$ cat src/design/isa_pkg.sv
package isa_pkg;

    localparam int INST_W  = 32;
    localparam int OP_W    = 6;
    localparam int RF_AW   = 5;
    localparam int SHAMT_W = 5;
    localparam int FUNCT_W = 6;
    localparam int IMM_W   = 16;

    // major opcodes, bits 31:26
    typedef enum logic [OP_W-1:0] {
        OP_SPECIAL = 6'b000000,
        OP_ADDI    = 6'b001000,
        OP_ADDIU   = 6'b001001,
        OP_SLTI    = 6'b001010,
        OP_SLTIU   = 6'b001011,
        OP_ANDI    = 6'b001100,
        OP_ORI     = 6'b001101,
        OP_XORI    = 6'b001110,
        OP_LUI     = 6'b001111
    } op_e;

    // function field of SPECIAL words
    typedef enum logic [FUNCT_W-1:0] {
        FN_SLL  = 6'b000000,
        FN_SRL  = 6'b000010,
        FN_SRA  = 6'b000011,
        FN_SLLV = 6'b000100,
        FN_SRLV = 6'b000110,
        FN_SRAV = 6'b000111,
        FN_MOVZ = 6'b001010,
        FN_MOVN = 6'b001011,
        FN_ADD  = 6'b100000,
        FN_ADDU = 6'b100001,
        FN_SUB  = 6'b100010,
        FN_SUBU = 6'b100011,
        FN_AND  = 6'b100100,
        FN_OR   = 6'b100101,
        FN_XOR  = 6'b100110,
        FN_NOR  = 6'b100111,
        FN_SLT  = 6'b101010,
        FN_SLTU = 6'b101011
    } funct_e;

    typedef struct packed {
        logic [OP_W-1:0]    op;
        logic [RF_AW-1:0]   rs;
        logic [RF_AW-1:0]   rt;
        logic [RF_AW-1:0]   rd;
        logic [SHAMT_W-1:0] shamt;
        logic [FUNCT_W-1:0] funct;
    } r_fmt_t;

    typedef struct packed {
        logic [OP_W-1:0]  op;
        logic [RF_AW-1:0] rs;
        logic [RF_AW-1:0] rt;
        logic [IMM_W-1:0] imm16;
    } i_fmt_t;

    // same 32 bits, register or immediate view
    typedef union packed {
        r_fmt_t r_fmt;
        i_fmt_t i_fmt;
    } inst_u;

endpackage

$ cat src/design/pipe_pkg.sv
package pipe_pkg;

    localparam int DATA_W   = 32;
    localparam int REG_AW   = 5;
    localparam int NUM_REGS = 32;

    typedef logic [REG_AW-1:0] reg_addr_t;
    typedef logic [DATA_W-1:0] word_t;

    // operation code handed to execute
    typedef enum logic [7:0] {
        ALU_NOP   = 8'b00000000,
        ALU_AND   = 8'b00100100,
        ALU_OR    = 8'b00100101,
        ALU_XOR   = 8'b00100110,
        ALU_NOR   = 8'b00100111,
        ALU_SLL   = 8'b01111100,
        ALU_SRL   = 8'b00000010,
        ALU_SRA   = 8'b00000011,
        ALU_SLT   = 8'b00101010,
        ALU_SLTU  = 8'b00101011,
        ALU_ADD   = 8'b00100000,
        ALU_ADDU  = 8'b00100001,
        ALU_SUB   = 8'b00100010,
        ALU_SUBU  = 8'b00100011,
        ALU_ADDI  = 8'b01010101,
        ALU_ADDIU = 8'b01010110,
        ALU_MOVZ  = 8'b00001010,
        ALU_MOVN  = 8'b00001011
    } aluop_e;

    // result class, picks the execute result mux
    typedef enum logic [2:0] {
        SEL_NOP   = 3'b000,
        SEL_LOGIC = 3'b001,
        SEL_SHIFT = 3'b010,
        SEL_MOVE  = 3'b011,
        SEL_ARITH = 3'b100
    } alusel_e;

    typedef enum logic [1:0] {
        WR_NONE       = 2'b00,
        WR_ALWAYS     = 2'b01,
        WR_IF_ZERO    = 2'b10,  // movz
        WR_IF_NONZERO = 2'b11   // movn
    } wr_mode_e;

endpackage

$ cat src/design/rf_read_if.sv
`timescale 1ns/1ps

interface rf_read_if;
    import pipe_pkg::*;

    logic      re_1;
    reg_addr_t addr_1;
    word_t     data_1;
    logic      re_2;
    reg_addr_t addr_2;
    word_t     data_2;

    modport master (output re_1, addr_1, re_2, addr_2,
                    input  data_1, data_2);
    modport slave (input  re_1, addr_1, re_2, addr_2,
                   output data_1, data_2);
    modport monitor (input re_1, addr_1, data_1,
                     input re_2, addr_2, data_2);
endinterface

$ cat src/design/regfile.sv
`timescale 1ns/1ps

module regfile (
    input  logic                clk_i,
    input  logic                rst_n_i,
    rf_read_if.slave            rd,
    input  logic                we_i,
    input  pipe_pkg::reg_addr_t waddr_i,
    input  pipe_pkg::word_t     wdata_i
);
    import pipe_pkg::*;

    word_t regs [NUM_REGS];
    logic  wr_en;

    assign wr_en = we_i && (waddr_i != '0);  // r0 is hardwired

    always_ff @(posedge clk_i or negedge rst_n_i) begin
        if (!rst_n_i) begin
            for (int i = 0; i < NUM_REGS; i++) begin
                regs[i] <= '0;
            end
        end else if (wr_en) begin
            regs[waddr_i] <= wdata_i;
        end
    end

    function automatic word_t read_port(
        input logic      re,
        input reg_addr_t addr,
        input logic      wen,
        input reg_addr_t waddr,
        input word_t     wdata
    );
        if (!re || addr == '0) begin
            return '0;
        end else if (wen && waddr == addr) begin
            return wdata;  // write-through
        end
        return regs[addr];
    endfunction

    always_comb begin
        rd.data_1 = read_port(rd.re_1, rd.addr_1, wr_en, waddr_i, wdata_i);
        rd.data_2 = read_port(rd.re_2, rd.addr_2, wr_en, waddr_i, wdata_i);
    end

    a_r0_reads_zero: assert property (
        @(posedge clk_i) disable iff (!rst_n_i)
        (rd.addr_1 == '0) |-> (rd.data_1 == '0)
    ) else $error("regfile: port 1 returned nonzero data for r0");

endmodule

$ cat src/design/inst_decoder.sv
`timescale 1ns/1ps

module inst_decoder (
    input  isa_pkg::inst_u      inst_i,
    rf_read_if.master           rd,
    output pipe_pkg::aluop_e    aluop_o,
    output pipe_pkg::alusel_e   alusel_o,
    output pipe_pkg::reg_addr_t wd_o,
    output pipe_pkg::wr_mode_e  wr_mode_o,
    output pipe_pkg::word_t     imm_o,
    output logic                invalid_o
);
    import isa_pkg::*;
    import pipe_pkg::*;

    logic [INST_W-1:0] inst_raw;
    logic [IMM_W-1:0]  imm16;
    word_t             imm_zext;
    word_t             imm_sext;
    word_t             imm_upper;
    word_t             imm_shamt;
    logic              fixed_ok;
    logic              shamt_zero;
    logic              fn_fixed;
    aluop_e            fn_aluop;
    alusel_e           fn_sel;
    logic              itype;
    logic              re_1;
    logic              re_2;

    assign inst_raw   = inst_i;
    assign imm16      = inst_i.i_fmt.imm16;
    assign imm_zext   = {{(DATA_W-IMM_W){1'b0}}, imm16};
    assign imm_sext   = {{(DATA_W-IMM_W){imm16[IMM_W-1]}}, imm16};
    assign imm_upper  = {imm16, {(DATA_W-IMM_W){1'b0}}};  // lui
    assign imm_shamt  = {{(DATA_W-SHAMT_W){1'b0}}, inst_i.r_fmt.shamt};

    // fixed shifts need op and rs all zero, the rest need shamt zero
    assign fixed_ok   = (inst_raw[INST_W-1 -: OP_W+RF_AW] == '0);
    assign shamt_zero = (inst_i.r_fmt.shamt == '0);
    assign fn_fixed   = inst_i.r_fmt.funct inside {FN_SLL, FN_SRL, FN_SRA};

    // sources are always rs and rt, only the enables change
    assign rd.addr_1 = inst_i.r_fmt.rs;
    assign rd.addr_2 = inst_i.r_fmt.rt;
    assign rd.re_1   = re_1;
    assign rd.re_2   = re_2;

    // function field decode for SPECIAL words
    always_comb begin
        case (inst_i.r_fmt.funct)
            FN_AND, FN_OR, FN_XOR, FN_NOR:                      fn_sel = SEL_LOGIC;
            FN_SLL, FN_SRL, FN_SRA, FN_SLLV, FN_SRLV, FN_SRAV:  fn_sel = SEL_SHIFT;
            FN_ADD, FN_ADDU, FN_SUB, FN_SUBU, FN_SLT, FN_SLTU:  fn_sel = SEL_ARITH;
            FN_MOVZ, FN_MOVN:                                   fn_sel = SEL_MOVE;
            default:                                            fn_sel = SEL_NOP;
        endcase

        case (inst_i.r_fmt.funct)
            FN_AND:          fn_aluop = ALU_AND;
            FN_OR:           fn_aluop = ALU_OR;
            FN_XOR:          fn_aluop = ALU_XOR;
            FN_NOR:          fn_aluop = ALU_NOR;
            FN_SLL, FN_SLLV: fn_aluop = ALU_SLL;
            FN_SRL, FN_SRLV: fn_aluop = ALU_SRL;
            FN_SRA, FN_SRAV: fn_aluop = ALU_SRA;
            FN_ADD:          fn_aluop = ALU_ADD;
            FN_ADDU:         fn_aluop = ALU_ADDU;
            FN_SUB:          fn_aluop = ALU_SUB;
            FN_SUBU:         fn_aluop = ALU_SUBU;
            FN_SLT:          fn_aluop = ALU_SLT;
            FN_SLTU:         fn_aluop = ALU_SLTU;
            FN_MOVZ:         fn_aluop = ALU_MOVZ;
            FN_MOVN:         fn_aluop = ALU_MOVN;
            default:         fn_aluop = ALU_NOP;
        endcase
    end

    always_comb begin
        aluop_o   = ALU_NOP;
        alusel_o  = SEL_NOP;
        wd_o      = inst_i.r_fmt.rd;
        wr_mode_o = WR_NONE;
        imm_o     = '0;
        re_1      = 1'b0;
        re_2      = 1'b0;
        invalid_o = 1'b1;
        itype     = 1'b0;

        case (inst_i.i_fmt.op)
            OP_SPECIAL: begin
                if (fn_sel != SEL_NOP && (fn_fixed ? fixed_ok : shamt_zero)) begin
                    invalid_o = 1'b0;
                    aluop_o   = fn_aluop;
                    alusel_o  = fn_sel;
                    re_1      = !fn_fixed;  // shamt takes port 1 slot
                    re_2      = 1'b1;
                    imm_o     = fn_fixed ? imm_shamt : '0;
                    case (inst_i.r_fmt.funct)
                        FN_MOVZ: wr_mode_o = WR_IF_ZERO;
                        FN_MOVN: wr_mode_o = WR_IF_NONZERO;
                        default: wr_mode_o = WR_ALWAYS;
                    endcase
                end
            end
            OP_ANDI: begin
                itype    = 1'b1;
                aluop_o  = ALU_AND;
                alusel_o = SEL_LOGIC;
                imm_o    = imm_zext;
            end
            OP_ORI: begin
                itype    = 1'b1;
                aluop_o  = ALU_OR;
                alusel_o = SEL_LOGIC;
                imm_o    = imm_zext;
            end
            OP_XORI: begin
                itype    = 1'b1;
                aluop_o  = ALU_XOR;
                alusel_o = SEL_LOGIC;
                imm_o    = imm_zext;
            end
            OP_LUI: begin
                itype    = 1'b1;
                aluop_o  = ALU_OR;  // rs | (imm << 16)
                alusel_o = SEL_LOGIC;
                imm_o    = imm_upper;
            end
            OP_SLTI: begin
                itype    = 1'b1;
                aluop_o  = ALU_SLT;
                alusel_o = SEL_ARITH;
                imm_o    = imm_sext;
            end
            OP_SLTIU: begin
                itype    = 1'b1;
                aluop_o  = ALU_SLTU;
                alusel_o = SEL_ARITH;
                imm_o    = imm_zext;
            end
            OP_ADDI: begin
                itype    = 1'b1;
                aluop_o  = ALU_ADDI;
                alusel_o = SEL_ARITH;
                imm_o    = imm_sext;
            end
            OP_ADDIU: begin
                itype    = 1'b1;
                aluop_o  = ALU_ADDIU;
                alusel_o = SEL_ARITH;
                imm_o    = imm_sext;
            end
            default: invalid_o = 1'b1;  // dropped or unknown opcode
        endcase

        if (itype) begin
            wd_o      = inst_i.i_fmt.rt;
            wr_mode_o = WR_ALWAYS;
            re_1      = 1'b1;
            invalid_o = 1'b0;
        end
    end

    a_invalid_no_read: assert final (!invalid_o || (!rd.re_1 && !rd.re_2))
        else $error("inst_decoder: invalid word enabled a register read");

endmodule

$ cat src/design/operand_fwd.sv
`timescale 1ns/1ps

module operand_fwd (
    input  logic                clk_i,
    input  logic                rst_n_i,
    input  logic                valid_i,
    rf_read_if.monitor          rd,
    input  pipe_pkg::aluop_e    aluop_i,
    input  pipe_pkg::alusel_e   alusel_i,
    input  pipe_pkg::reg_addr_t wd_i,
    input  pipe_pkg::wr_mode_e  wr_mode_i,
    input  pipe_pkg::word_t     imm_i,
    input  logic                invalid_i,
    input  logic                ex_wreg_i,
    input  pipe_pkg::reg_addr_t ex_wd_i,
    input  pipe_pkg::word_t     ex_wdata_i,
    input  logic                mem_wreg_i,
    input  pipe_pkg::reg_addr_t mem_wd_i,
    input  pipe_pkg::word_t     mem_wdata_i,
    output logic                out_valid_o,
    output pipe_pkg::aluop_e    aluop_o,
    output pipe_pkg::alusel_e   alusel_o,
    output pipe_pkg::word_t     reg1_o,
    output pipe_pkg::word_t     reg2_o,
    output pipe_pkg::reg_addr_t wd_o,
    output logic                wreg_o,
    output logic                inst_invalid_o
);
    import pipe_pkg::*;

    word_t reg1_d;
    word_t reg2_d;
    logic  wreg_d;

    // ex result is newest, so it wins over mem
    function automatic word_t pick_operand(
        input logic      re,
        input reg_addr_t addr,
        input word_t     rf_data,
        input word_t     imm,
        input logic      ex_we,
        input reg_addr_t ex_addr,
        input word_t     ex_data,
        input logic      mem_we,
        input reg_addr_t mem_addr,
        input word_t     mem_data
    );
        if (!re) begin
            return imm;
        end else if (ex_we && ex_addr == addr && addr != '0) begin
            return ex_data;
        end else if (mem_we && mem_addr == addr && addr != '0) begin
            return mem_data;
        end
        return rf_data;
    endfunction

    always_comb begin
        reg1_d = pick_operand(rd.re_1, rd.addr_1, rd.data_1, imm_i, ex_wreg_i, ex_wd_i,
                              ex_wdata_i, mem_wreg_i, mem_wd_i, mem_wdata_i);
        reg2_d = pick_operand(rd.re_2, rd.addr_2, rd.data_2, imm_i, ex_wreg_i, ex_wd_i,
                              ex_wdata_i, mem_wreg_i, mem_wd_i, mem_wdata_i);

        case (wr_mode_i)
            WR_ALWAYS:     wreg_d = 1'b1;
            WR_IF_ZERO:    wreg_d = (reg2_d == '0);
            WR_IF_NONZERO: wreg_d = (reg2_d != '0);
            default:       wreg_d = 1'b0;
        endcase
    end

    // ID/EX register
    always_ff @(posedge clk_i or negedge rst_n_i) begin
        if (!rst_n_i) begin
            out_valid_o    <= 1'b0;
            wreg_o         <= 1'b0;
            aluop_o        <= ALU_NOP;
            alusel_o       <= SEL_NOP;
            inst_invalid_o <= 1'b0;
        end else begin
            out_valid_o <= valid_i;
            if (valid_i) begin
                wreg_o         <= wreg_d;
                aluop_o        <= aluop_i;
                alusel_o       <= alusel_i;
                inst_invalid_o <= invalid_i;
            end
        end
    end

    always_ff @(posedge clk_i) begin
        if (valid_i) begin
            reg1_o <= reg1_d;
            reg2_o <= reg2_d;
            wd_o   <= wd_i;
        end
    end

    a_one_out_per_strobe: assert property (
        @(posedge clk_i) disable iff (!rst_n_i)
        (out_valid_o && $past(out_valid_o)) |-> ($past(valid_i) && $past(valid_i, 2))
    ) else $error("operand_fwd: out_valid_o held without back-to-back strobes");

endmodule

$ cat src/design/decode_top.sv
`timescale 1ns/1ps

module decode_top (
    input  logic                clk_i,
    input  logic                rst_n_i,
    input  logic                inst_valid_i,
    input  isa_pkg::inst_u      inst_i,
    input  logic                wb_we_i,
    input  pipe_pkg::reg_addr_t wb_addr_i,
    input  pipe_pkg::word_t     wb_data_i,
    input  logic                ex_wreg_i,
    input  pipe_pkg::reg_addr_t ex_wd_i,
    input  pipe_pkg::word_t     ex_wdata_i,
    input  logic                mem_wreg_i,
    input  pipe_pkg::reg_addr_t mem_wd_i,
    input  pipe_pkg::word_t     mem_wdata_i,
    output logic                out_valid_o,
    output pipe_pkg::aluop_e    aluop_o,
    output pipe_pkg::alusel_e   alusel_o,
    output pipe_pkg::word_t     reg1_o,
    output pipe_pkg::word_t     reg2_o,
    output pipe_pkg::reg_addr_t wd_o,
    output logic                wreg_o,
    output logic                inst_invalid_o
);
    import pipe_pkg::*;

    aluop_e    dec_aluop;
    alusel_e   dec_alusel;
    reg_addr_t dec_wd;
    wr_mode_e  dec_wr_mode;
    word_t     dec_imm;
    logic      dec_invalid;

    rf_read_if rf_rd ();

    inst_decoder u_inst_decoder (
        .inst_i    (inst_i),
        .rd        (rf_rd.master),
        .aluop_o   (dec_aluop),
        .alusel_o  (dec_alusel),
        .wd_o      (dec_wd),
        .wr_mode_o (dec_wr_mode),
        .imm_o     (dec_imm),
        .invalid_o (dec_invalid)
    );

    regfile u_regfile (
        .clk_i   (clk_i),
        .rst_n_i (rst_n_i),
        .rd      (rf_rd.slave),
        .we_i    (wb_we_i),
        .waddr_i (wb_addr_i),
        .wdata_i (wb_data_i)
    );

    operand_fwd u_operand_fwd (
        .clk_i          (clk_i),
        .rst_n_i        (rst_n_i),
        .valid_i        (inst_valid_i),
        .rd             (rf_rd.monitor),
        .aluop_i        (dec_aluop),
        .alusel_i       (dec_alusel),
        .wd_i           (dec_wd),
        .wr_mode_i      (dec_wr_mode),
        .imm_i          (dec_imm),
        .invalid_i      (dec_invalid),
        .ex_wreg_i      (ex_wreg_i),
        .ex_wd_i        (ex_wd_i),
        .ex_wdata_i     (ex_wdata_i),
        .mem_wreg_i     (mem_wreg_i),
        .mem_wd_i       (mem_wd_i),
        .mem_wdata_i    (mem_wdata_i),
        .out_valid_o    (out_valid_o),
        .aluop_o        (aluop_o),
        .alusel_o       (alusel_o),
        .reg1_o         (reg1_o),
        .reg2_o         (reg2_o),
        .wd_o           (wd_o),
        .wreg_o         (wreg_o),
        .inst_invalid_o (inst_invalid_o)
    );

endmodule

$ cat config.mk
export PLATFORM = sky130hd
export DESIGN_NAME = decode_top
export DESIGN_NICKNAME = d
export VERILOG_FILES = /design/src/design/isa_pkg.sv /design/src/design/pipe_pkg.sv /design/src/design/rf_read_if.sv /design/src/design/regfile.sv /design/src/design/inst_decoder.sv /design/src/design/operand_fwd.sv /design/src/design/decode_top.sv
export SDC_FILE = /design/constraint.sdc
export NUM_CORES = 2
export LEC_CHECK = 0
export BUFFER_PORTS_ARGS = -buffer_cell sky130_fd_sc_hd__buf_4
export CORE_MARGIN = 5
export CORE_UTILIZATION = 45
export CTS_BUF_LIST = sky130_fd_sc_hd__clkbuf_8 sky130_fd_sc_hd__clkbuf_16
export CTS_CLUSTER_DIAMETER = 50
export CTS_CLUSTER_SIZE = 16
export DETAILED_ROUTE_END_ITERATION = 8
export PLACE_DENSITY = 0.74
export REMOVE_ABC_BUFFERS = 1
export SLEW_MARGIN = 20
export SYNTH_ARGS = -nofsm -noshare
export SYNTH_HDL_FRONTEND = slang
export SYNTH_SLANG_ARGS = --single-unit
export TNS_END_PERCENT = 50
$ cat constraint.sdc
create_clock -name clk_i -period 2.8 [get_ports clk_i]
set_input_delay 0.28 -clock clk_i [delete_from_list [all_inputs] [get_ports clk_i]]
set_output_delay 0.28 -clock clk_i [all_outputs]
set_load 0.02 [all_outputs]
# Word-level counts from Yosys, hierarchy flattened
# Memory sizes are Yosys's and may differ from the RTL's.
# Cells that the tools add are included.
# op_classes
order_cmp	4
eq_ne	21
mux	56
bitwise_logic	3
reduce_logical	37
# op_table
op	n
$bwmux 1024	1
$mux 32	20
$bmux 32 s5	2
$demux 32 s5	1
$pmux 32 s4	1
$pmux 8 s8	1
$eq 6x4->1 const B	10
$logic_not 32->1	1
$reduce_bool 32->1	1
$eq 5x5->1	6
$mux 1	20
$ge 6x6->1 const B	3
$not 5->6	3
$logic_not 5->1	3
$reduce_bool 5->1	3
$logic_and 1x1->1	13
$eq 6x2->1 const B	2
$logic_not 6->1	2
$reduce_or 4->1	3
$logic_not 11->1	1
$mux 5	2
$pmux 3 s3	1
$mux 8	1
$reduce_or 8->1	1
12 further kinds	19
# totals
register_bits	1107
mem_bits_ro	640
output_inout_bits	83
wordCells	163
mem_count	2
# mem_list
name	words	word_bits	rd	rd_ports_with_merged_regs	write_ports	line_no	source
(no name shown)	64	7	1	0	0	inst_decoder.sv:59	case (inst_i.r_fmt.funct)
(no name shown)	64	3	1	0	0	inst_decoder.sv:51	case (inst_i.r_fmt.funct)

# Logic depth before layout (Yosys ltp)
# depth
ltp_word	13
depth_mapped	19
depth_no_buf	11

# Hierarchy
# Synthesis repeated with hierarchy kept, for this count alone.
# hier_totals
hier_cells	4238
hier_area_um2	60623.1
# modules_own_cells
module	n_inst	cells_per_inst	area_per_inst_um2	seq_area_each_um2
regfile	1	3593	54701.2	25624.6
operand_fwd	1	497	5001.0	2422.3
inst_decoder	1	148	920.9	0.0

# Worst setup path after synthesis
# Ideal clock, no wire load.
# synth_path
path_kind	in2reg
from	input inst_i[21] (netlist name)
to	register u_operand_fwd.reg1_o[1], data pin
t_arrival_ns	3.402
slack_ns	-0.892
path_stages	9
path_buffers	4
path_cell_list	clkbuf_1 > clkbuf_1 > buf_1 > buf_1 > mux4_2 > mux4_2 > mux2_2 > a22oi_1 > a21oi_1
# synth_via
elab_chain_cells	11
# synth_rtl
element	line_no	source
start: declaration	decode_top.sv:7	input isa_pkg::inst_u inst_i,
$logic_not 11->1	inst_decoder.sv:39	assign fixed_ok = (inst_raw[INST_W-1 -: OP_W+RF_AW] == '0);
$mux 1	inst_decoder.sv:92	if (fn_sel != SEL_NOP && (fn_fixed ? fixed_ok : shamt_zero)) begin
$logic_and 1x1->1	inst_decoder.sv:92	
$mux 1	inst_decoder.sv:92	
$mux 1	inst_decoder.sv:90	case (inst_i.i_fmt.op)
$mux 1	inst_decoder.sv:157	if (itype) begin
$logic_not 1->1	regfile.sv:35	if (!re || addr == '0) begin
$logic_or 1x1->1	regfile.sv:35	
$mux 32 or $mux 1 (tied branches)	regfile.sv:35	
$mux 32	regfile.sv:40	return regs[addr];
$mux 32 *	operand_fwd.sv:55	return rf_data;
named net u_operand_fwd.reg1_d[1]	operand_fwd.sv:31	word_t reg1_d;
end signal: assignment	operand_fwd.sv:93	reg1_o <= reg1_d;
end: declaration	operand_fwd.sv:23	output pipe_pkg::word_t reg1_o,
# Mark *: on every way through the listed nets, which the timed path passes. The rest lies on a longest branch. The select of a mux whose other input is x is not followed.
# A chain may end at the register's enable or synchronous reset.

# Final worst setup path
# layout_path
from	register u_regfile.regs[775] (netlist name)
to	register u_operand_fwd.wreg_o
# layout_via
elab_chain_cells	7
# layout_rtl
element	line_no	source
start: declaration	regfile.sv:13	word_t regs [NUM_REGS];
start signal: indexed assignment	regfile.sv:24	regs[waddr_i] <= wdata_i;
$bmux 32 s5 *	regfile.sv:40	
$mux 32 (implied by the code) * (2 in series)	regfile.sv:40	
$mux 32 *	regfile.sv:40	
$mux 32 *	operand_fwd.sv:55	
named net u_operand_fwd.reg2_d[7]	operand_fwd.sv:32	word_t reg2_d;
$reduce_bool 32->1 or $logic_not 32->1 (tied branches)	operand_fwd.sv:67, operand_fwd.sv:66	
$pmux 1 s3 *	operand_fwd.sv:64	case (wr_mode_i)
end signal: assignment	operand_fwd.sv:83	wreg_o <= wreg_d;
end: declaration	operand_fwd.sv:26	output logic wreg_o,
# Marked as above.

==> flow_summary.json <==
{
  "status": "complete, but fails checks",
  "violations": "setup timing",
  "hold_viol_final": 0,
  "max_stage_delay_ns": 0.54,
  "synth_cell_types": 75,
  "p_switching_uw": 14200,
  "synth_area_sq_mm": 0.0602,
  "finalHoldWorstSlack_ns": 0.0638,
  "seq_area_frac_synth": 0.465,
  "cts-root-buf": "clkbuf_16",
  "fp.coreArea_sq_mm": 0.133,
  "synth_edf_count": 69,
  "cp_common_cell": "mux4_2",
  "routed_via_density": 6.64,
  "dieArea_sq_mm": 0.141,
  "gp_congestion": 1.02,
  "yosys-top-cells-count": "1,036 x dfrtp_1, 1,034 x mux2_2, 514 x mux4_2, 296 x clkbuf_1, 156 x mux2i_1",
  "required_ns": 3.47,
  "fill_cells": 10368,
  "yosys-top-cells-area": "dfrtp_1 43%, mux2_2 19%, mux4_2 19%",
  "fin_crit_sh": 1.28,
  "rsz0062_at_grt": "yes",
  "p_leak_uw": 0.0339,
  "die_h_microns": 376,
  "fp-row-count": 134,
  "nets": 5243,
  "ios": 232,
  "synthCells": 4139,
  "crit_chain": "mux4_2, mux4_2, and4_1, o31a_1, nor4_4, buf_4, or4bb_1, nor4_2, mux2_1, nand2_1",
  "layout-drive-gt1-share": 0.609,
  "path_max_fanout": 3,
  "startpoint_type": "flop",
  "hold_depth": 5,
  "tns_ns": -2.25,
  "grt_max_degree": 147,
  "route.vias.total": 46248,
  "arrival_ns": 4.25,
  "dr.pass1.iters": 8,
  "synth_warnings": 0,
  "min_path_type": "input pin to flop",
  "initialDrtViolationCount": 6118,
  "relSlewSlack": 0.337,
  "slowest_stage": "mux4_2",
  "power.internal_uw": 35800,
  "grt_first_pass_wirelength_microns": 331000,
  "htreeDepth": 3,
  "fmax_mhz": 279,
  "initial_utilization": 0.452,
  "cts_max_path_buffers": 3,
  "clkPwrFrac": 0.336,
  "slew_violations": 0,
  "portBuffers": 230,
  "reg2reg_setup_slack_ns": -0.78,
  "cts_sinks": 1105,
  "crit_family": "multiplexers",
  "die_width_microns": 376,
  "finalCriticalPeriod_ns": 3.58,
  "min-delay-start": "mem_wdata_i[26]",
  "power_density_mw_per_mm2": 654,
  "cts_tree": "yes",
  "fin_skew_ns": 0.0332,
  "ir_drop_v": 0.000482,
  "max-cap-violations": 0,
  "grtUsageTotal": 0.321,
  "yosysTopAreaCellShare": 0.431,
  "worst_pin_slew_ns": 0.990,
  "synthArstFlopShare": 0.938,
  "drc_errors": 0,
  "final_antenna_net_count": 0,
  "numCtsBuffers": 117,
  "setup_viol": 31,
  "reg2reg_depth": 10,
  "grt_pass1_vias": 46950,
  "switching_share": 0.284,
  "syn_to_final_growth_pct": 27.0,
  "yosysMostFrequentCell": "dfrtp_1",
  "path_class": "flop to flop",
  "setup_slack_ns": -0.784,
  "synth_seq_cells": 1105,
  "hold_end": "u_operand_fwd.reg1_o[26]",
  "post-route-util": 0.574,
  "hpwl_microns": 155000,
  "sequentialPowerShare": 0.419,
  "clk_pin_slew_worst_paths_ns": 0.07,
  "grt_overflow_total": 0,
  "worstSkewPairLatency_ns": 0.74,
  "place_worst_setup_slack_ns": -1.63,
  "syn_area_per_cell_sq_um": 14.5,
  "wl_per_cell_microns": 33.1,
  "worstReg2RegEnd": "u_operand_fwd.wreg_o",
  "wl_microns": 230000,
  "critPathCaptureType": "flop",
  "worstReg2RegStart": "u_regfile.regs[775]",
  "yosys_most_used_dff": "dfrtp_1",
  "yosysTopAreaCell": "dfrtp_1",
  "worst-path-buf-inv": 1,
  "antenna_found_initial": 15,
  "combPwrFrac": 0.245
}
[stage by stage]
stage	total power, uW	cells	instance area [sq um]
global route	51700	6965	76400
floorplan	26900	3671	58200
finish	50000	6970	76400
global placement	32400	6687	71000
CTS	49800	6952	75700
detailed placement	32900	6687	71000
[timing repair]
item | CTS | global route
hold buffers | 32 | 0
resized for setup | 39 | 95
endpoints found under the hold margin | 719 | 0
pin swaps | 11 | 35
cloned | 1 | 0
setup buffers | 12 | 17
endpoints found under the setup margin | 44 | 37
[cells by family (layout without fill, tap and decap cells)]
group / count (synthesis) / in the layout / share of synthesized area
buffers and inverters: 486 / 1543 / 0.0342
AO/OA/AOI/OAI: 391 / 391 / 0.0470
flip-flops: 1105 / 1105 / 0.465
multiplexers: 1709 / 1709 / 0.413
XOR/XNOR: 31 / 31 / 0.00451
AND/OR/NAND/NOR: 416 / 416 / 0.0360
other: 1 / 7 / 0.0000623
[worst min-delay path, delay by kind of cell]
family / cells / cell delay, ns
AOI/OAI and AO/OA: 1 / 0.05
buffers and inverters: 1 / 0.10
and+or+nand+nor: 3 / 0.25
[placed cells by master, fill, tap and decap left out, drive strengths merged, types with 51 or more instances in the layout]
cell    synthesis  routed
a21oi          81      81
a221oi         72      72
a22oi          71      71
buf           172    1272
clkbuf        296     128
dfrtp        1036    1036
edfxtp         69      69
inv            18      65
mux2         1038    1038
mux2i         157     157
mux4          514     514
nand2         108     108
nor2           90      90
nor3           51      51
[worst max-delay path by stage]
stage / cells after the start / slack [ns] / to / from
after floorplan: 6 / -3.68 / u_operand_fwd.reg1_o[0] / inst_i[22]
after global placement: 15 / -1.66 / u_operand_fwd.wreg_o / inst_i[30]
after detailed placement: 14 / -1.63 / u_operand_fwd.wreg_o / inst_i[30]
after CTS: 10 / -0.73 / u_operand_fwd.wreg_o / u_regfile.regs[709]
after global routing: 10 / -0.81 / u_operand_fwd.wreg_o / u_regfile.regs[775]
final: 10 / -0.78 / u_operand_fwd.wreg_o / u_regfile.regs[775]
[metal layers]
metal  GRT usage  share of wire
met5           0        0.00029
met4       0.147          0.056
met3       0.143           0.15
met2       0.447           0.42
met1       0.433           0.37
[final cells by class]
| cell class | count | area (sq um) | area share |
|---|---|---|---|
| sequential | 1105 | 28000 | 0.366 |
| tap | 1768 | 2210 | 0.0289 |
| clock inverter | 93 | 1040 | 0.0137 |
| timing repair buffer | 1304 | 11100 | 0.145 |
| multi-input combinational | 2548 | 30900 | 0.404 |
| antenna | 6 | 15.0 | 0.000196 |
| inverter | 18 | 67.6 | 0.000884 |
| clock buffer | 128 | 3140 | 0.0410 |
[power by group through the flow]
stage | combinational [uW] | clock (uW) | sequential [uW]
6_report | 12300 | 16800 | 20900
4_1_cts | 12000 | 16900 | 20800
3_3_place_gp | 11500 | 0 | 20900
5_1_grt | 12900 | 17600 | 21200
3_5_place_dp | 11800 | 0 | 21100
2_1_floorplan | 6300 | 0 | 20600
[state kept, by name, summed over array words and instances, names as in the netlist]
register,cells
u_operand_fwd.aluop_o,6
u_regfile.regs,1024
u_operand_fwd.reg2_o,32
u_operand_fwd.alusel_o,3
u_operand_fwd.wreg_o,1
u_operand_fwd.inst_invalid_o,1
u_operand_fwd.wd_o,5
u_operand_fwd.out_valid_o,1
u_operand_fwd.reg1_o,32
No activity file was read; power rests on OpenSTA's default activity.
